## src/hw/memgame_pkg.sv

```systemverilog
// shared widths, types, card pair table, segment table, register map and reset values
package memgame_pkg;

	localparam int NUM_CARDS = 18; // nine pairs on the board

	typedef logic [NUM_CARDS-1:0] card_vec_t; // one bit per card
	typedef logic [4:0] card_idx_t; // card number 0..17
	typedef logic [3:0] bcd_t; // one decimal digit
	typedef logic [6:0] seg_t; // active low, bit 0 is segment a
	typedef logic [27:0] tick_t; // prescaler count
	typedef logic [7:0] secs_t; // two decimal digits of seconds
	typedef logic player_t; // 0 is player one
	typedef logic [3:0] apb_addr_t; // byte address
	typedef logic [31:0] apb_data_t;

	typedef enum logic [2:0] {
		choose_first, // waiting for first press
		choose_first_wait, // first card taken, waiting for release
		choose_second,
		choose_second_wait,
		judge, // third press compares the pair
		judge_wait
	} turn_state_e;

	// partner of each card, indexed by card number
	localparam card_idx_t CARD_PARTNER [NUM_CARDS] = '{
		5'd16, 5'd6, 5'd13, 5'd14, 5'd15, 5'd8, // cards 0..5
		5'd1, 5'd9, 5'd5, 5'd7, 5'd17, 5'd12, // cards 6..11
		5'd11, 5'd2, 5'd3, 5'd4, 5'd0, 5'd10 // cards 12..17
	};

	// digits 0..9, active low gfedcba
	localparam seg_t SEG_TABLE [10] = '{
		7'b1000000, // 0
		7'b1111001, // 1
		7'b0100100, // 2
		7'b0110000, // 3
		7'b0011001, // 4
		7'b0010010, // 5
		7'b0000010, // 6
		7'b1111000, // 7
		7'b0000000, // 8
		7'b0011000 // 9
	};

	localparam tick_t TICK_RELOAD_DEFAULT = 28'd49_999_999; // one second at 50 MHz
	localparam secs_t TURN_START_DEFAULT = 8'h60; // 60 s as two digits

	localparam apb_addr_t ADDR_CTRL = 4'h0; // bit 0 timer_run
	localparam apb_addr_t ADDR_TICK = 4'h4; // prescaler reload
	localparam apb_addr_t ADDR_START = 4'h8; // countdown start
	localparam apb_addr_t ADDR_STATUS = 4'hC; // read only game status

endpackage

```

## src/hw/seg7_decode.sv

```systemverilog
// one decimal digit to active-low seven-segment pattern
`timescale 1ns/1ps

module seg7_decode (
	input memgame_pkg::bcd_t digit,
	output memgame_pkg::seg_t seg // bit 0 is segment a
);

	always_comb
	begin
		if (digit <= 4'd9)
			seg = memgame_pkg::SEG_TABLE[digit];
		else
			seg = 7'b1111111; // blank for non-decimal codes
	end

endmodule

```

## src/hw/turn_fsm.sv

```systemverilog
// turn FSM turning go presses into take and judge pulses
`timescale 1ns/1ps

module turn_fsm (
	input logic clock,
	input logic reset_n,
	input logic go, // high while button held
	output logic take_first, // latch first card
	output logic take_second, // latch second card
	output logic judge_now // compare the pair
);

	memgame_pkg::turn_state_e state;
	memgame_pkg::turn_state_e state_next;

	// press moves to wait, release moves on
	always_comb
	begin
		state_next = state;
		case (state)
			memgame_pkg::choose_first:
				if (go) state_next = memgame_pkg::choose_first_wait;
			memgame_pkg::choose_first_wait:
				if (!go) state_next = memgame_pkg::choose_second;
			memgame_pkg::choose_second:
				if (go) state_next = memgame_pkg::choose_second_wait;
			memgame_pkg::choose_second_wait:
				if (!go) state_next = memgame_pkg::judge;
			memgame_pkg::judge:
				if (go) state_next = memgame_pkg::judge_wait;
			memgame_pkg::judge_wait:
				if (!go) state_next = memgame_pkg::choose_first; // back to the start of a turn
			default:
				state_next = memgame_pkg::choose_first;
		endcase
	end

	always_ff @(posedge clock)
	begin
		if (!reset_n)
		begin
			state <= memgame_pkg::choose_first;
			take_first <= 1'b0;
			take_second <= 1'b0;
			judge_now <= 1'b0;
		end
		else
		begin
			state <= state_next;
			// each pulse lines up with entry to its wait state
			take_first <= (state == memgame_pkg::choose_first) && go;
			take_second <= (state == memgame_pkg::choose_second) && go;
			judge_now <= (state == memgame_pkg::judge) && go;
		end
	end

	// pair_judge relies on never seeing two commands at once
	assert property (@(posedge clock) disable iff (!reset_n)
		$onehot0({take_first, take_second, judge_now}));

endmodule

```

## src/hw/pair_judge.sv

```systemverilog
// pair judge with card latches, partner check and cleared-card mask
`timescale 1ns/1ps

module pair_judge (
	input logic clock,
	input logic reset_n,
	input logic take_first, // latch card_sel as first card
	input logic take_second, // latch card_sel as second card
	input logic judge_now, // compare the two latched cards
	input memgame_pkg::card_vec_t card_sel,
	output logic result_valid, // one cycle after judge_now
	output logic result_hit, // pair was correct
	output memgame_pkg::bcd_t pairs_cleared // pairs taken off the board
);

	memgame_pkg::card_vec_t first_vec; // latched selections
	memgame_pkg::card_vec_t second_vec;
	memgame_pkg::card_vec_t cleared; // cards already matched
	memgame_pkg::card_idx_t first_idx;
	memgame_pkg::card_vec_t partner_vec; // one-hot partner of first card
	logic hit;

	// lowest set bit of a one-hot vector
	function automatic memgame_pkg::card_idx_t vec_to_idx(input memgame_pkg::card_vec_t vec);
		memgame_pkg::card_idx_t idx;
		idx = '0;
		for (int i = memgame_pkg::NUM_CARDS - 1; i >= 0; i--)
		begin
			if (vec[i])
				idx = memgame_pkg::card_idx_t'(i);
		end
		return idx;
	endfunction

	assign first_idx = vec_to_idx(first_vec);
	assign partner_vec = memgame_pkg::card_vec_t'(1) << memgame_pkg::CARD_PARTNER[first_idx];

	assign hit = $onehot(first_vec) && $onehot(second_vec) // exactly one card each
		&& (((first_vec | second_vec) & cleared) == '0) // neither already gone
		&& (second_vec == partner_vec);

	always_ff @(posedge clock)
	begin
		if (take_first)
			first_vec <= card_sel;
		if (take_second)
			second_vec <= card_sel;
	end

	always_ff @(posedge clock)
	begin
		if (!reset_n)
		begin
			cleared <= '0;
			pairs_cleared <= '0;
			result_valid <= 1'b0;
			result_hit <= 1'b0;
		end
		else
		begin
			result_valid <= judge_now;
			result_hit <= judge_now && hit;
			if (judge_now && hit)
			begin
				cleared <= cleared | first_vec | second_vec; // both cards leave play
				pairs_cleared <= pairs_cleared + 4'd1; // at most nine
			end
		end
	end

	// a cleared card stays cleared until reset
	assert property (@(posedge clock) disable iff (!reset_n)
		$past(reset_n) |-> ((cleared & $past(cleared)) == $past(cleared)));

endmodule

```

## src/hw/score_keeper.sv

```systemverilog
// turn owner and the two decimal score digits
`timescale 1ns/1ps

module score_keeper (
	input logic clock,
	input logic reset_n,
	input logic result_valid, // judge outcome strobe
	input logic result_hit,
	output memgame_pkg::player_t cur_player,
	output memgame_pkg::bcd_t score_p1,
	output memgame_pkg::bcd_t score_p2
);

	// count up with wrap 9 to 0
	function automatic memgame_pkg::bcd_t bcd_inc(input memgame_pkg::bcd_t d);
		return (d >= 4'd9) ? 4'd0 : d + 4'd1;
	endfunction

	always_ff @(posedge clock)
	begin
		if (!reset_n)
		begin
			cur_player <= 1'b0; // player one starts
			score_p1 <= '0;
			score_p2 <= '0;
		end
		else if (result_valid)
		begin
			if (!result_hit)
				cur_player <= ~cur_player; // miss passes the turn
			else if (cur_player == 1'b0)
				score_p1 <= bcd_inc(score_p1);
			else
				score_p2 <= bcd_inc(score_p2);
		end
	end

	assert property (@(posedge clock) disable iff (!reset_n)
		(score_p1 <= 4'd9) && (score_p2 <= 4'd9));

endmodule

```

## src/hw/countdown_timer.sv

```systemverilog
// prescaler and two-digit decimal seconds countdown
`timescale 1ns/1ps

module countdown_timer (
	input logic clock,
	input logic reset_n,
	input logic timer_run, // low freezes everything
	input memgame_pkg::tick_t tick_reload, // cycles per second minus one
	input memgame_pkg::secs_t turn_start, // loaded when count hits 00
	output memgame_pkg::secs_t secs
);

	memgame_pkg::tick_t prescale;
	logic tick; // one second elapsed
	memgame_pkg::bcd_t secs_lo;
	memgame_pkg::bcd_t secs_hi;

	assign tick = (prescale == '0);
	assign secs_lo = secs[3:0];
	assign secs_hi = secs[7:4];

	always_ff @(posedge clock)
	begin
		if (!reset_n)
		begin
			prescale <= memgame_pkg::TICK_RELOAD_DEFAULT;
			secs <= memgame_pkg::TURN_START_DEFAULT;
		end
		else if (timer_run)
		begin
			// a shorter reload written mid-count restarts the prescaler
			if (prescale > tick_reload)
				prescale <= tick_reload;
			else if (tick)
			begin
				prescale <= tick_reload;
				if (secs == '0)
					secs <= turn_start; // wrap to start value
				else if (secs_lo == 4'd0)
					secs <= {secs_hi - 4'd1, 4'd9}; // borrow from tens
				else
					secs <= {secs_hi, secs_lo - 4'd1};
			end
			else
				prescale <= prescale - 28'd1;
		end
	end

	assert property (@(posedge clock) disable iff (!reset_n)
		(secs_lo <= 4'd9) && (secs_hi <= 4'd9));

endmodule

```

## src/hw/game_regs.sv

```systemverilog
// APB slave with timer control, tick reload, start value and game status
`timescale 1ns/1ps

module game_regs (
	input logic clock,
	input logic reset_n,
	input logic psel,
	input logic penable,
	input logic pwrite,
	input memgame_pkg::apb_addr_t paddr,
	input memgame_pkg::apb_data_t pwdata,
	input memgame_pkg::player_t cur_player,
	input memgame_pkg::bcd_t score_p1,
	input memgame_pkg::bcd_t score_p2,
	input memgame_pkg::bcd_t pairs_cleared,
	output memgame_pkg::apb_data_t prdata,
	output logic pready,
	output logic pslverr,
	output logic timer_run,
	output memgame_pkg::tick_t tick_reload,
	output memgame_pkg::secs_t turn_start
);

	logic access; // APB access phase
	logic addr_ok;
	logic wr_en;

	// each digit saturates at 9 so the countdown stays decimal
	function automatic memgame_pkg::secs_t to_secs(input memgame_pkg::apb_data_t data);
		memgame_pkg::bcd_t hi;
		memgame_pkg::bcd_t lo;
		hi = (data[7:4] > 4'd9) ? 4'd9 : data[7:4];
		lo = (data[3:0] > 4'd9) ? 4'd9 : data[3:0];
		return {hi, lo};
	endfunction

	assign access = psel && penable;
	assign addr_ok = (paddr == memgame_pkg::ADDR_CTRL) || (paddr == memgame_pkg::ADDR_TICK)
		|| (paddr == memgame_pkg::ADDR_START) || (paddr == memgame_pkg::ADDR_STATUS);
	assign pready = 1'b1; // no wait states
	assign pslverr = access && (!addr_ok || (pwrite && paddr == memgame_pkg::ADDR_STATUS));
	assign wr_en = access && pwrite && !pslverr;

	always_ff @(posedge clock)
	begin
		if (!reset_n)
		begin
			timer_run <= 1'b1; // timer runs out of reset
			tick_reload <= memgame_pkg::TICK_RELOAD_DEFAULT;
			turn_start <= memgame_pkg::TURN_START_DEFAULT;
		end
		else if (wr_en)
		begin
			case (paddr)
				memgame_pkg::ADDR_CTRL: timer_run <= pwdata[0];
				memgame_pkg::ADDR_TICK: tick_reload <= pwdata[27:0];
				memgame_pkg::ADDR_START: turn_start <= to_secs(pwdata);
				default: ; // status is read only
			endcase
		end
	end

	always_comb
	begin
		case (paddr)
			memgame_pkg::ADDR_CTRL: prdata = {31'd0, timer_run};
			memgame_pkg::ADDR_TICK: prdata = {4'd0, tick_reload};
			memgame_pkg::ADDR_START: prdata = {24'd0, turn_start};
			memgame_pkg::ADDR_STATUS:
				prdata = {19'd0, pairs_cleared, cur_player, score_p2, score_p1};
			default: prdata = '0; // unknown address
		endcase
	end

	// access phase only follows a selected setup phase
	assert property (@(posedge clock) disable iff (!reset_n) penable |-> psel);

endmodule

```

## src/hw/memgame_top.sv

```systemverilog
// game core top level with turn FSM, pair judge, scores, timer, APB registers and displays
`timescale 1ns/1ps

module memgame_top (
	input logic clock,
	input logic reset_n,
	input logic go, // go button, high while pressed
	input memgame_pkg::card_vec_t card_sel, // one-hot card switches
	input logic psel,
	input logic penable,
	input logic pwrite,
	input memgame_pkg::apb_addr_t paddr,
	input memgame_pkg::apb_data_t pwdata,
	output memgame_pkg::apb_data_t prdata,
	output logic pready,
	output logic pslverr,
	output memgame_pkg::seg_t hex_p1, // player one score
	output memgame_pkg::seg_t hex_p2, // player two score
	output memgame_pkg::seg_t hex_sec_lo, // seconds, units
	output memgame_pkg::seg_t hex_sec_hi, // seconds, tens
	output memgame_pkg::player_t player // whose turn
);

	logic take_first; // turn_fsm to pair_judge
	logic take_second;
	logic judge_now;
	logic result_valid; // pair_judge to score_keeper
	logic result_hit;
	memgame_pkg::bcd_t pairs_cleared;
	memgame_pkg::player_t cur_player;
	memgame_pkg::bcd_t score_p1;
	memgame_pkg::bcd_t score_p2;
	logic timer_run; // timer config from registers
	memgame_pkg::tick_t tick_reload;
	memgame_pkg::secs_t turn_start;
	memgame_pkg::secs_t secs;

	turn_fsm i_turn_fsm (.clock, .reset_n, .go, .take_first, .take_second, .judge_now);

	pair_judge i_pair_judge (.clock, .reset_n, .take_first, .take_second, .judge_now,
		.card_sel, .result_valid, .result_hit, .pairs_cleared);

	score_keeper i_score_keeper (.clock, .reset_n, .result_valid, .result_hit,
		.cur_player, .score_p1, .score_p2);

	countdown_timer i_countdown_timer (.clock, .reset_n, .timer_run, .tick_reload,
		.turn_start, .secs);

	game_regs i_game_regs (.clock, .reset_n, .psel, .penable, .pwrite, .paddr, .pwdata,
		.cur_player, .score_p1, .score_p2, .pairs_cleared, .prdata, .pready, .pslverr,
		.timer_run, .tick_reload, .turn_start);

	seg7_decode i_seg_p1 (.digit(score_p1), .seg(hex_p1));
	seg7_decode i_seg_p2 (.digit(score_p2), .seg(hex_p2));
	seg7_decode i_seg_sec_lo (.digit(secs[3:0]), .seg(hex_sec_lo)); // units digit
	seg7_decode i_seg_sec_hi (.digit(secs[7:4]), .seg(hex_sec_hi)); // tens digit

	assign player = cur_player;

endmodule

```

## config.mk

```make
export PLATFORM = sky130hd
export DESIGN_NAME = memgame_top
export DESIGN_NICKNAME = d
export VERILOG_FILES = /design/src/hw/memgame_pkg.sv /design/src/hw/seg7_decode.sv /design/src/hw/turn_fsm.sv /design/src/hw/pair_judge.sv /design/src/hw/score_keeper.sv /design/src/hw/countdown_timer.sv /design/src/hw/game_regs.sv /design/src/hw/memgame_top.sv
export SDC_FILE = /design/constraint.sdc
export NUM_CORES = 1
export LEC_CHECK = 0
export BUFFER_PORTS_ARGS = -buffer_cell sky130_fd_sc_hd__buf_2
export CAP_MARGIN = 20
export CORE_MARGIN = 2
export CORE_UTILIZATION = 45
export DETAILED_ROUTE_END_ITERATION = 8
export PLACE_DENSITY = 0.67
export SYNTH_ARGS = -nofsm -noshare
export SYNTH_HDL_FRONTEND = slang
export SYNTH_SLANG_ARGS = --single-unit
```

## constraint.sdc

```tcl
create_clock -name clock -period 6.6 [get_ports clock]
set_input_delay 0.66 -clock clock [delete_from_list [all_inputs] [get_ports clock]]
set_output_delay 0.66 -clock clock [all_outputs]
set_load 0.01 [all_outputs]
```

Word level (Yosys, flattened, before mapping)
Memory sizes are Yosys's and may differ from the RTL's.
Cells that the tools add are included.
{"block": "classes", "n_addsub": 40, "n_lt_le_gt_ge": 14, "n_eq_ne": 17, "shifts": 1, "n_mux": 48, "n_bitwise": 12, "n_reduce_logical": 34}
{"cell": "$pmux 28 s4", "count": 1}
{"cell": "$mux 5", "count": 20}
{"cell": "$mux 7", "count": 12}
{"cell": "$add 5x5->5", "count": 16}
{"cell": "$mux 28", "count": 2}
{"cell": "$or 18x18->18", "count": 3}
{"cell": "$add 1x1->2", "count": 18}
{"cell": "$gt 28x28->1", "count": 1}
{"cell": "$logic_not 28->1", "count": 1}
{"cell": "$sub 28x1->28 const B", "count": 1}
{"cell": "$ge 5x5->1 const B", "count": 4}
{"cell": "$not 4->5", "count": 4}
{"cell": "$and 18x18->18", "count": 1}
{"cell": "$eq 18x18->1", "count": 1}
{"cell": "$logic_not 18->1", "count": 1}
{"cell": "$mux 3", "count": 6}
{"cell": "$pmux 3 s6", "count": 1}
{"cell": "$shl 1x5->18 const A", "count": 1}
{"cell": "$le 4x4->1 const B", "count": 4}
{"cell": "$mux 4", "count": 4}
{"cell": "$mux 8", "count": 2}
{"cell": "$add 4x1->4 const B", "count": 3}
{"cell": "$logic_and 1x1->1", "count": 12}
{"cell": "$ne 2x2->1 const B", "count": 6}
{"cell": "other kinds (22)", "count": 41}
{"block": "word_totals", "register_bits": 148, "rom_bits": 608, "input_bits": 60, "out_inout_bits": 63, "wordCells": 190, "n_memories": 5}
{"memory": "(no name shown)", "words": 32, "word_bits": 5, "read_ports": 1, "rd_ports_with_merged_regs": 0, "wr": 0, "line_no": "pair_judge.sv:36", "rtl": "assign partner_vec = memgame_pkg::card_vec_t'(1) << memgame_pkg::CARD_PARTNER[first_idx];"}
{"memory": "(no name shown)", "words": 16, "word_bits": 7, "read_ports": 1, "rd_ports_with_merged_regs": 0, "wr": 0, "line_no": "seg7_decode.sv:12", "rtl": "seg = memgame_pkg::SEG_TABLE[digit];"}
{"memory": "(no name shown)", "words": 16, "word_bits": 7, "read_ports": 1, "rd_ports_with_merged_regs": 0, "wr": 0, "line_no": "seg7_decode.sv:12"}
{"memory": "(no name shown)", "words": 16, "word_bits": 7, "read_ports": 1, "rd_ports_with_merged_regs": 0, "wr": 0, "line_no": "seg7_decode.sv:12"}
{"memory": "(no name shown)", "words": 16, "word_bits": 7, "read_ports": 1, "rd_ports_with_merged_regs": 0, "wr": 0, "line_no": "seg7_decode.sv:12"}

Longest topological paths before layout
Gate-level depths: netlist of the first run.
{"block": "logic_depth", "depth_word": 26, "ltp_mapped": 24, "mapped_depth_nobuf": 22}

Modules after synthesis
Synthesis of the first run repeated with hierarchy kept, for this count alone.
{"block": "hier_totals", "hier_cells": 1283, "hier_area_um2": 10815.4}
{"module": "pair_judge", "n_inst": 1, "cells_each": 423, "area_per_inst_um2": 4085.2, "seq_area_each_um2": 1561.5}
{"module": "countdown_timer", "n_inst": 1, "cells_each": 415, "area_per_inst_um2": 3118.0, "seq_area_each_um2": 720.7}
{"module": "game_regs", "n_inst": 1, "cells_each": 243, "area_per_inst_um2": 1953.1, "seq_area_each_um2": 740.7}
{"module": "seg7_decode", "n_inst": 4, "cells_each": 32, "area_per_inst_um2": 229.0, "seq_area_each_um2": 0.0}
{"module": "score_keeper", "n_inst": 1, "cells_each": 57, "area_per_inst_um2": 536.8, "seq_area_each_um2": 180.2}
{"module": "turn_fsm", "n_inst": 1, "cells_each": 17, "area_per_inst_um2": 206.4, "seq_area_each_um2": 120.1}

Least setup slack after synthesis of the first run
Ideal clock, no wire load.
{"block": "synth_path", "kind": "register -> register", "startpoint": "register i_pair_judge.second_vec[16]", "endpoint": "register i_pair_judge.pairs_cleared[3]", "setup_time_ns": 0.071, "arrival_ns": 5.643, "required_ns": 6.529, "setup_slack_ns": 0.886, "path_stages_with_launch": 20, "path_buffers": 0, "synth_period_minus_slack_ns": 5.714, "cell_sequence": "edfxtp_1 -> ha_1 -> inv_1 -> fa_1 -> inv_1 -> fa_1 -> fa_1 -> fa_1 -> fa_1 -> fa_1 -> nor4b_1 -> nand4b_1 -> nor4_1 -> nand3_1 -> a21oi_1 -> and4_1 -> and3_1 -> o2111ai_1 -> or4_1 -> a21oi_1"}
{"block": "synth_via", "elab_chain_cells": 7, "word_cells_on_any_way": 11, "cone_classes": "2 x add/sub; 2 x eq/ne; 2 x bitwise; 5 x reduce/logical"}
{"item": "start, declared", "line_no": "pair_judge.sv:17", "rtl": "memgame_pkg::card_vec_t second_vec;"}
{"item": "start signal, assigned", "line_no": "pair_judge.sv:47", "rtl": "second_vec <= card_sel;"}
{"item": "$add 1x1->2 (not written as such)", "line_no": "pair_judge.sv:38", "rtl": "assign hit = $onehot(first_vec) && $onehot(second_vec)"}
{"item": "$add 5x5->5 (not written as such)", "line_no": "pair_judge.sv:38"}
{"item": "$eq 5x1->1", "line_no": "pair_judge.sv:38"}
{"item": "$logic_and 1x1->1", "line_no": "pair_judge.sv:38"}
{"item": "$logic_and 1x1->1", "line_no": "pair_judge.sv:39", "rtl": "&& (((first_vec | second_vec) & cleared) == '0)"}
{"item": "$logic_and 1x1->1 *", "line_no": "pair_judge.sv:40", "rtl": "&& (second_vec == partner_vec);"}
{"item": "$logic_and 1x1->1 *", "line_no": "pair_judge.sv:63", "rtl": "if (judge_now && hit)"}
{"item": "end signal, assigned", "line_no": "pair_judge.sv:66", "rtl": "pairs_cleared <= pairs_cleared + 4'd1;"}
{"item": "end, declared", "line_no": "pair_judge.sv:13", "rtl": "output memgame_pkg::bcd_t pairs_cleared"}
Mark *: on every way between the ends. The rest lies on a longest branch, timed or not.
A chain may end at the register's enable or synchronous reset.

Worst setup path in the final report of the first run
{"block": "layout_path", "startpoint": "register i_pair_judge.second_vec[17]", "endpoint": "register i_pair_judge.pairs_cleared[3]"}
The elaborated chain is that of the path after synthesis.

==> summary.txt, run 1 <==
Power
  • Net switching component of the power: 823.5 µW
  • Combinational power share: 24.0%
  • Worst ir drop on vdd: 0.0001556 V
  • Switching share of power: 31.61%
  • Cell-internal power: 1782 µW
  • Sequential share of power: 39.4%
  • Static leakage power: 0.004934 µW
  • Pwr/cell area: 219.1 nW/µm²
  • PnR Total Power: 2606 µW
  • Clock share of power: 36.6%

Synth
  • Warning count from the yosys run: 0
  • Adder and majority gate portion of the synthesized area: 14.43%
  • XOR/XNOR Fraction of Synth Area: 0.6648%
  • Fraction of the yosys area taken by sequential cells: 31.53%
  • Library cell occupying the most area in the post-synthesis netlist: sky130_fd_sc_hd__dfxtp_1
  • Post-Synthesis Cell Area: 10540 µm²
  • Async SR Flop Fraction: 0%
  • Average instance area after synthesis: 8.241 µm²
  • Number of enable flip-flop cells after synthesis: 36
  • Number of different library cells in the post-synthesis netlist: 82
  • Count of mapped cells out of synthesis: 1279
  • Top cells by count, synth: sky130_fd_sc_hd__nand2_1 (129), sky130_fd_sc_hd__dfxtp_1 (112), sky130_fd_sc_hd__nor2_1 (106)
  • Flip-flop and latch count after synthesis: 148
  • Top-area cell type share of the netlist area: 21.27%
  • Post-synthesis simple-gate area fraction: 23.10%
  • Main area contributors after synthesis: sky130_fd_sc_hd__dfxtp_1 (21%), sky130_fd_sc_hd__edfxtp_1 (10%), sky130_fd_sc_hd__ha_1 (9.5%)
  • Most frequent cell after synthesis: sky130_fd_sc_hd__nand2_1
  • Multiplexer area fraction after synthesis: 1.959%
  • Share of the synthesized area in compound gates (AO/OA/AOI/OAI): 21.69%
  • Leading register cell type out of synthesis: sky130_fd_sc_hd__dfxtp_1
  • Main combinational cell family by area after synthesis: simple AND/OR/NAND/NOR gates

Min path
  • Path type of the worst min-delay path: primary input to flop
  • Cell depth of the worst hold path: 1

Clock network
  • TritonCTS clock tree: done
  • CTS resizes: 0
  • Post CTS Setup Buffer Count: 0
  • Total of hold buffers inserted after clock tree synthesis: 0
  • Worst skew pair latency: 0.43 ns
  • Buffer type at the clock tree root: sky130_fd_sc_hd__clkbuf_16
  • Clock-pin slew on the worst setup and hold paths: 0.06 ns
  • Number of CTS-inserted buffers: 17
  • Number of levels in the clock H-tree: 4
  • CTS max path bufs: 2
  • Sinks on Clock Net: 148

Critical path
  • Arrival @ worst endpoint: 6.63 ns
  • Class of the most critical setup path: flop to flop
  • Max Fanout on Critical Path: 7
  • Cell at the slowest stage of the critical path: sky130_fd_sc_hd__or4_1
  • R2r worst-path depth: 19
  • Worst setup EP type: flop
  • Required time of the worst setup path: 6.95 ns
  • Slowest stage delay, CP: 0.55 ns
  • Element type at the critical path start: flop
  • Cells traversed along the worst timing path: ha_1, inv_1, fa_1, inv_1, fa_1, fa_1, fa_1, fa_1, fa_1, nor4b_1, nand4b_1, nor4_1, nand3_1, a21oi_1, and4_1, and3_1, o2111ai_1, or4_1, a21oi_1
  • Most used cell, CP: sky130_fd_sc_hd__fa_1

Floorplanning
  • Die outline width: 157.0 µm
  • Starting Density: 45.31%
  • Count of pins on the block boundary: 123
  • Overall die height: 157.0 µm
  • Floorplan die area: 24660 µm²
  • Area of the core region: 23260 µm²
  • Floorplan row count: 56

Drt
  • 1st-pass router iterations: 6
  • Detailed-route via count: 9857
  • Final routed wire length divided by cell count: 17.12 µm
  • Sum of routed wire length over all layers: 28950 µm
  • Via density: 5.829
  • Remaining DRCs: 0
  • Number of design-rule violations left by the first detailed-router iteration: 829
  • Remaining antenna violation count: 0

GRT
  • Antenna violations before repair: 0
  • Global-route met2 utilization: 40.27%
  • First-pass GRT wire length: 47160 µm
  • Met1 Resource Use GR: 31.36%
  • Via count of the first global-routing pass: 9275
  • Layer carrying the most global-route usage: met2
  • Remaining global-route overflow: 0
  • Routing usage on met3: 3.607%
  • Pin count of the biggest net entering global routing: 67
  • Total Routing Usage GR: 24.06%

Timing
  • Hold Slack: 0.4182 ns
  • Part of the cycle the worst path needs: 95.20%
  • Final Max Slew Viols: 0
  • Number of setup violations in the final report: 0
  • Setup TNS: 0 ns
  • Total count of hold-check failures in the final report: 0
  • Worst Tran Pin Value: 0.9170 ns
  • Final min period: 6.283 ns
  • Setup repair after global routing missed its margin: false
  • Max Freq: 159.2 MHz
  • Final worst clock skew: 0.01315 ns
  • Slew headroom: 38.78%

Finish
  • Share of cells above drive strength 1: 14.36%
  • Area delta synth->final: 12.81%
  • Layout filler cell count: 2277
  • Antenna fix cells: 0
  • Final layout net count: 1525
  • Utilization of the core after routing: 51.11%

Placed design
  • Gpl congestion: 0.9024
  • Final HPWL from detailed placement: 21430 µm
  • Number of buffers added on ports: 113

Job
  • # Max-Cap Violations: 0

Outcome
  • Status: finished clean
-- path summary, 6_finish.rpt --
kind | start | to | slack, ns
max | i_pair_judge.second_vec[17] | i_pair_judge.pairs_cleared[3] | 0.32
max reg2reg | i_pair_judge.second_vec[17] | i_pair_judge.pairs_cleared[3] | 0.32
min reg2reg | i_pair_judge.cleared[6] | i_pair_judge.cleared[6] | 0.45
min | card_sel[12] | i_pair_judge.first_vec[12] | 0.42
-- power groups by stage --
stage	sequential (µW)	combinational, µW	clock (µW)
2_1_floorplan	1030	472	0
3_3_place_gp	1040	603	0
3_5_place_dp	1050	618	0
4_1_cts	1030	623	967
5_1_grt	1030	701	1010
6_report	1030	626	953
-- kinds of logic (layout without fill, tap and decap cells) --
logic type | after synthesis | count (layout)
simple gates | 480 | 480
compound gates | 348 | 348
buf+inv | 168 | 258
flops | 148 | 148
fa+ha+maj | 106 | 106
mux | 19 | 19
xor+xnor | 8 | 8
other cells | 2 | 5
-- final cells by class --
cell class              instances  area (µm²)  area share (%)
multi-input cells             966        6540           55.00
clock buffers                  19       432.9           3.641
flip-flops and latches        148        3323           27.95
clock inverters                13       133.9           1.126
well taps                     319       399.1           3.357
repair buffers                132       708.2           5.956
inverters                      94       352.8           2.967
-- flip-flops by register name, summed over array words and instances, names as in the netlist --
name                        count
i_turn_fsm.take_first           1
i_countdown_timer.prescale     28
i_pair_judge.cleared           18
i_turn_fsm.judge_now            1
i_pair_judge.pairs_cleared      4
i_score_keeper.cur_player       1
i_pair_judge.first_vec         18
i_game_regs.turn_start          8
i_turn_fsm.state                3
i_pair_judge.result_hit         1
i_score_keeper.score_p1         4
i_pair_judge.result_valid       1
i_turn_fsm.take_second          1
i_score_keeper.score_p2         4
i_game_regs.timer_run           1
i_pair_judge.second_vec        18
i_game_regs.tick_reload        28
i_countdown_timer.secs          8
-- critical path, delay by kind of cell, from the launching register on --
kind	cells	cell delay (ns)
AOI/OAI and AO/OA	3	0.51
DFF	1	0.52
and+or+nand+nor	7	1.82
adders and majority gates	7	3.25
buffers and inverters	2	0.11
-- per-stage QoR --
step / area [µm²] / cells / setup slack [ns]
2_1_floorplan: 10550 / 1282 / 0.8861
3_3_place_gp: 11320 / 1659 / 0.4977
3_5_place_dp: 11320 / 1659 / 0.4272
4_1_cts: 11890 / 1691 / 0.3860
5_1_grt: 11890 / 1691 / 0.04056
6_report: 11890 / 1691 / 0.3168
-- cells in the final DEF, fill, tap and decap left out, types with 7 or more instances in the layout --
| cell type | count |
|---|---|
| sky130_fd_sc_hd__fa_1 | 26 |
| sky130_fd_sc_hd__dfxtp_1 | 112 |
| sky130_fd_sc_hd__o21ai_0 | 103 |
| sky130_fd_sc_hd__nor4_1 | 17 |
| sky130_fd_sc_hd__nand3_1 | 46 |
| sky130_fd_sc_hd__nand3b_1 | 11 |
| sky130_fd_sc_hd__buf_4 | 19 |
| sky130_fd_sc_hd__a311oi_1 | 7 |
| sky130_fd_sc_hd__nor3b_1 | 10 |
| sky130_fd_sc_hd__a21oi_1 | 68 |
| sky130_fd_sc_hd__nor3_1 | 49 |
| sky130_fd_sc_hd__a211o_1 | 8 |
| sky130_fd_sc_hd__buf_2 | 113 |
| sky130_fd_sc_hd__a21o_1 | 14 |
| sky130_fd_sc_hd__ha_1 | 80 |
| sky130_fd_sc_hd__nand4_1 | 29 |
| sky130_fd_sc_hd__o31ai_1 | 15 |
| sky130_fd_sc_hd__nand2_1 | 129 |
| sky130_fd_sc_hd__o21ai_2 | 10 |
| sky130_fd_sc_hd__and2_1 | 9 |
| sky130_fd_sc_hd__nor2_1 | 105 |
| sky130_fd_sc_hd__edfxtp_1 | 36 |
| sky130_fd_sc_hd__inv_1 | 94 |
| sky130_fd_sc_hd__nand2b_1 | 12 |
| sky130_fd_sc_hd__or4_1 | 7 |
| sky130_fd_sc_hd__a31oi_1 | 13 |
| sky130_fd_sc_hd__a22oi_1 | 8 |
| sky130_fd_sc_hd__o211ai_1 | 26 |
| sky130_fd_sc_hd__mux2i_1 | 15 |
| sky130_fd_sc_hd__or3_1 | 11 |
| sky130_fd_sc_hd__clkbuf_16 | 17 |
| sky130_fd_sc_hd__o221ai_1 | 7 |
-- routing by layer --
metal  vias to the layer above  wire [µm]
li1                       4823          -
met1                      4630      13010
met5                         -          0
met3                        61       1438
met2                       343      13720
met4                         0        783
(Power assumes the default switching activity.)
==> inputs of run 2 (changes only) <==
--- a/config.mk
+++ b/config.mk
@@ -7,10 +7,9 @@
 export LEC_CHECK = 0
 export BUFFER_PORTS_ARGS = -buffer_cell sky130_fd_sc_hd__buf_2
 export CAP_MARGIN = 20
-export CORE_MARGIN = 2
-export CORE_UTILIZATION = 45
+export CORE_UTILIZATION = 30
 export DETAILED_ROUTE_END_ITERATION = 8
-export PLACE_DENSITY = 0.67
+export PLACE_DENSITY = 0.51
 export SYNTH_ARGS = -nofsm -noshare
 export SYNTH_HDL_FRONTEND = slang
 export SYNTH_SLANG_ARGS = --single-unit
==> constraint.sdc (replaced) <==
create_clock -name clock -period 5.5 [get_ports clock]
set_input_delay 0.55 -clock clock [delete_from_list [all_inputs] [get_ports clock]]
set_output_delay 0.55 -clock clock [all_outputs]
set_load 0.01 [all_outputs]
==> run 2 against run 1 <==
Compared with the run above:
- the run now ends with negative setup slack left
- largest cell class unchanged
- register-to-register slack worse by 0.59 ns
- combinational power is 26% higher
- total power increased by 22%
- die area increased by 46%
- largest power group unchanged
- sequential share of layout area decreased by 1.1 points
- clock power grew 23%
==> summary.txt, run 2 (synthesis results as in run 1) <==
Critical path
  • Arrival @ worst endpoint: 6.13 ns (-0.50 ns)
  • Required time of the worst setup path: 5.85 ns (-1.10 ns)
  • R2R Setup Slk: -0.28 ns (-0.59 ns)
  • Class of the most critical setup path: flop to flop
  • R2r worst-path depth: 19 (unchanged)
  • Most used cell, CP: sky130_fd_sc_hd__fa_1
  • Reg-to-reg endpoint: i_pair_judge.pairs_cleared[2]
  • Dominant delay contributor by cell family on the critical path: adder cells
  • RR Startpoint: i_pair_judge.second_vec[5]
  • Slowest stage delay, CP: 0.57 ns (+0.02 ns)
  • Buf/Inv on CP: 2 (unchanged)
  • Cell at the slowest stage of the critical path: sky130_fd_sc_hd__or4_1
  • Element type at the critical path start: flop
  • Worst setup EP type: flop
  • Max Fanout on Critical Path: 4 (-3)
  • Cells traversed along the worst timing path: ha_1, inv_1, fa_1, inv_2, fa_1, fa_1, fa_1, fa_2, fa_1, nor4b_2, nand4b_1, nor4_2, nand3_1, a21oi_1, and4_1, and3_4, o2111ai_4, or4_1, a21oi_1

Clock network
  • Number of levels in the clock H-tree: 4 (unchanged)
  • CTS max path bufs: 2 (unchanged)
  • Sinks on Clock Net: 148 (unchanged)
  • Worst skew pair latency: 0.44 ns (about the same)
  • TritonCTS clock tree: done
  • Clock-pin slew on the worst setup and hold paths: 0.07 ns (about the same)
  • Number of CTS-inserted buffers: 17 (unchanged)
  • Buffer type at the clock tree root: sky130_fd_sc_hd__clkbuf_16

Placed design
  • Final HPWL from detailed placement: 24190 µm (+13%)
  • Gpl congestion: 0.8770 (-2.8%)
  • Number of buffers added on ports: 113 (unchanged)

Outcome
  • Failing checks: negative setup slack
  • Status: finished with violations

GRT
  • Layer carrying the most global-route usage: met2
  • Remaining global-route overflow: 0 (unchanged)
  • Routing usage on met3: 2.632% (-0.97 points)
  • Via count of the first global-routing pass: 9452 (+1.9%)
  • Total Routing Usage GR: 18.16% (-5.9 points)
  • Pin count of the biggest net entering global routing: 61 (-9.0%)
  • Met1 Resource Use GR: 23.34% (-8.0 points)
  • Global-route met2 utilization: 30.68% (-9.6 points)
  • Antenna violations before repair: 0 (unchanged)
  • First-pass GRT wire length: 51260 µm (+8.7%)

Min path
  • Cell depth of the worst hold path: 1 (unchanged)
  • Hold_sp: card_sel[3]
  • Worst Hold End: i_pair_judge.first_vec[3]
  • Path type of the worst min-delay path: primary input to flop

Drt
  • Sum of routed wire length over all layers: 32040 µm (+11%)
  • Detailed-route via count: 9906 (+0.50%)
  • Via density: 5.329 (-8.6%)
  • Remaining antenna violation count: 0 (unchanged)
  • Number of design-rule violations left by the first detailed-router iteration: 580 (-30%)
  • Final routed wire length divided by cell count: 17.24 µm (+0.68%)
  • Remaining DRCs: 0 (unchanged)
  • 1st-pass router iterations: 5 (-1)

Power
  • Pwr/cell area: 257.5 nW/µm² (+18%)
  • Static leakage power: 0.005095 µW (+3.3%)
  • Worst ir drop on vdd: 0.0001833 V (+18%)

Timing
  • Final min period: 5.777 ns (-0.5063 ns)
  • Final worst clock skew: 0.01869 ns (+0.005537 ns)
  • Total count of hold-check failures in the final report: 0 (unchanged)
  • Worst Tran Pin Value: 1.003 ns (+0.08568 ns)
  • Max Freq: 173.1 MHz (+8.8%)
  • Setup TNS: -3.104 ns (-3.104 ns)
  • Hold Slack: 0.3077 ns (-0.1105 ns)
  • Slew headroom: 33.06% (-5.7 points)
  • Crit path setup slack, layout: -0.2770 ns (-0.5937 ns)
  • Setup repair after global routing missed its margin: true
  • Part of the cycle the worst path needs: 105.0% (+9.8 points)
  • Final Max Slew Viols: 0 (unchanged)
  • Number of setup violations in the final report: 23 (+23)

Finish
  • Antenna fix cells: 0 (unchanged)
  • Largest regs: i_countdown_timer.prescale (28), i_game_regs.tick_reload (28)
  • Layout filler cell count: 3614 (+59%)
  • Sequential standard cell area: 3323 µm² (unchanged)
  • Area delta synth->final: 17.45%
  • Most frequent standard cell in the layout excluding fill and tap cells: sky130_fd_sc_hd__nand2_1
  • Share of cells above drive strength 1: 17.38% (+3.0 points)
  • Highest-count cells in the layout ignoring fill and taps: sky130_fd_sc_hd__nand2_1 (129), sky130_fd_sc_hd__dfxtp_1 (112), sky130_fd_sc_hd__buf_2 (112)
  • Final layout net count: 1557 (+2.1%)
  • Multi-input gate area in the final layout: 6613 µm² (+1.1%)

Floorplanning
  • Floorplan die area: 35890 µm² (+46%)
  • Area of the core region: 34540 µm² (+48%)
  • Overall die height: 189.4 µm (+21%)
  • Starting Density: 30.51% (-15 points)
  • Floorplan row count: 68 (+21%)
  • Die outline width: 189.4 µm (+21%)
  • Count of pins on the block boundary: 123 (unchanged)

Job
  • # Max-Cap Violations: 0 (unchanged)
## run 2: cell count changes in the layout (fill, tap and decap cells not counted), sizes merged, moves of 2 or more
cell | before | now
buf | 132 | 162
clkbuf | 19 | 17
clkinv | 6 | 1
clkinvlp | 4 | 2
inv | 95 | 105
or4 | 11 | 13
## run 2: layer usage
metal | vias to the layer above | routed length (µm)
met3 | 44 | 1172
met5 | - | 0
met4 | 0 | 849
met1 | 4729 | 14470
li1 | 4895 | -
met2 | 238 | 15550
## run 2: worst reg2reg max path: cells and delay by family (launching register included)
| family | cells | cell delay [ns] |
|---|---|---|
| compound gates | 3 | 0.41 |
| flops | 1 | 0.39 |
| fa+ha+maj | 7 | 3.10 |
| simple gates | 7 | 1.69 |
| buf+inv | 2 | 0.10 |
## run 2: what timing repair did
item                       4_1_cts  5_1_grt
cloned                           2        0
setup endpoints to repair       23       23
buffers inserted                 8        2
resized for setup               16        2
pin swaps                       20        5
hold buffers                     0        0
## run 2: per-stage QoR
step                total power, µW  util [%]  cells  worst slack [ns]  instance area, µm²
floorplan                      1806         -   1282          0.001082               10580
global placement               2016     33.79   1815           -0.2056               11670
detailed placement             2028     33.79   1815           -0.3349               11670
CTS                            3219     35.77   1857           -0.2925               12350
global route                   3391     35.84   1859           -0.5034               12380
finish                         3188     35.84   1859           -0.2770               12380
## run 2: power by group
| part | internal [µW] | switching (µW) | total, µW |
|---|---|---|---|
| Combinational | 326 | 464 | 790 |
| Clock | 644 | 530 | 1170 |
| Sequential | 1160 | 62.2 | 1220 |
| Total | 2130 | 1060 | 3190 |
## run 2: final cells by class
| class | count | area share [%] |
|---|---|---|
| Clock buffer | 17 | 3.436 |
| Tap cell | 455 | 4.599 |
| Clock inverter | 15 | 1.263 |
| Sequential cell | 148 | 26.84 |
| Timing Repair Buffer | 162 | 7.590 |
| Inverter | 94 | 2.850 |
| Multi-Input combinational cell | 968 | 53.42 |
## run 2: worst max-delay path by stage
stage                                    start                       endpoint  slack [ns]  depth (start not counted)
floorplan           i_pair_judge.first_vec[10]       i_pair_judge.cleared[10]       0.001                         21
global placement    i_pair_judge.first_vec[16]  i_pair_judge.pairs_cleared[3]       -0.21                         20
detailed placement  i_pair_judge.first_vec[16]  i_pair_judge.pairs_cleared[2]       -0.33                         20
CTS                 i_pair_judge.second_vec[5]  i_pair_judge.pairs_cleared[2]       -0.29                         19
global route        i_pair_judge.first_vec[17]       i_pair_judge.cleared[10]       -0.50                         21
finish              i_pair_judge.second_vec[5]  i_pair_judge.pairs_cleared[2]       -0.28                         19
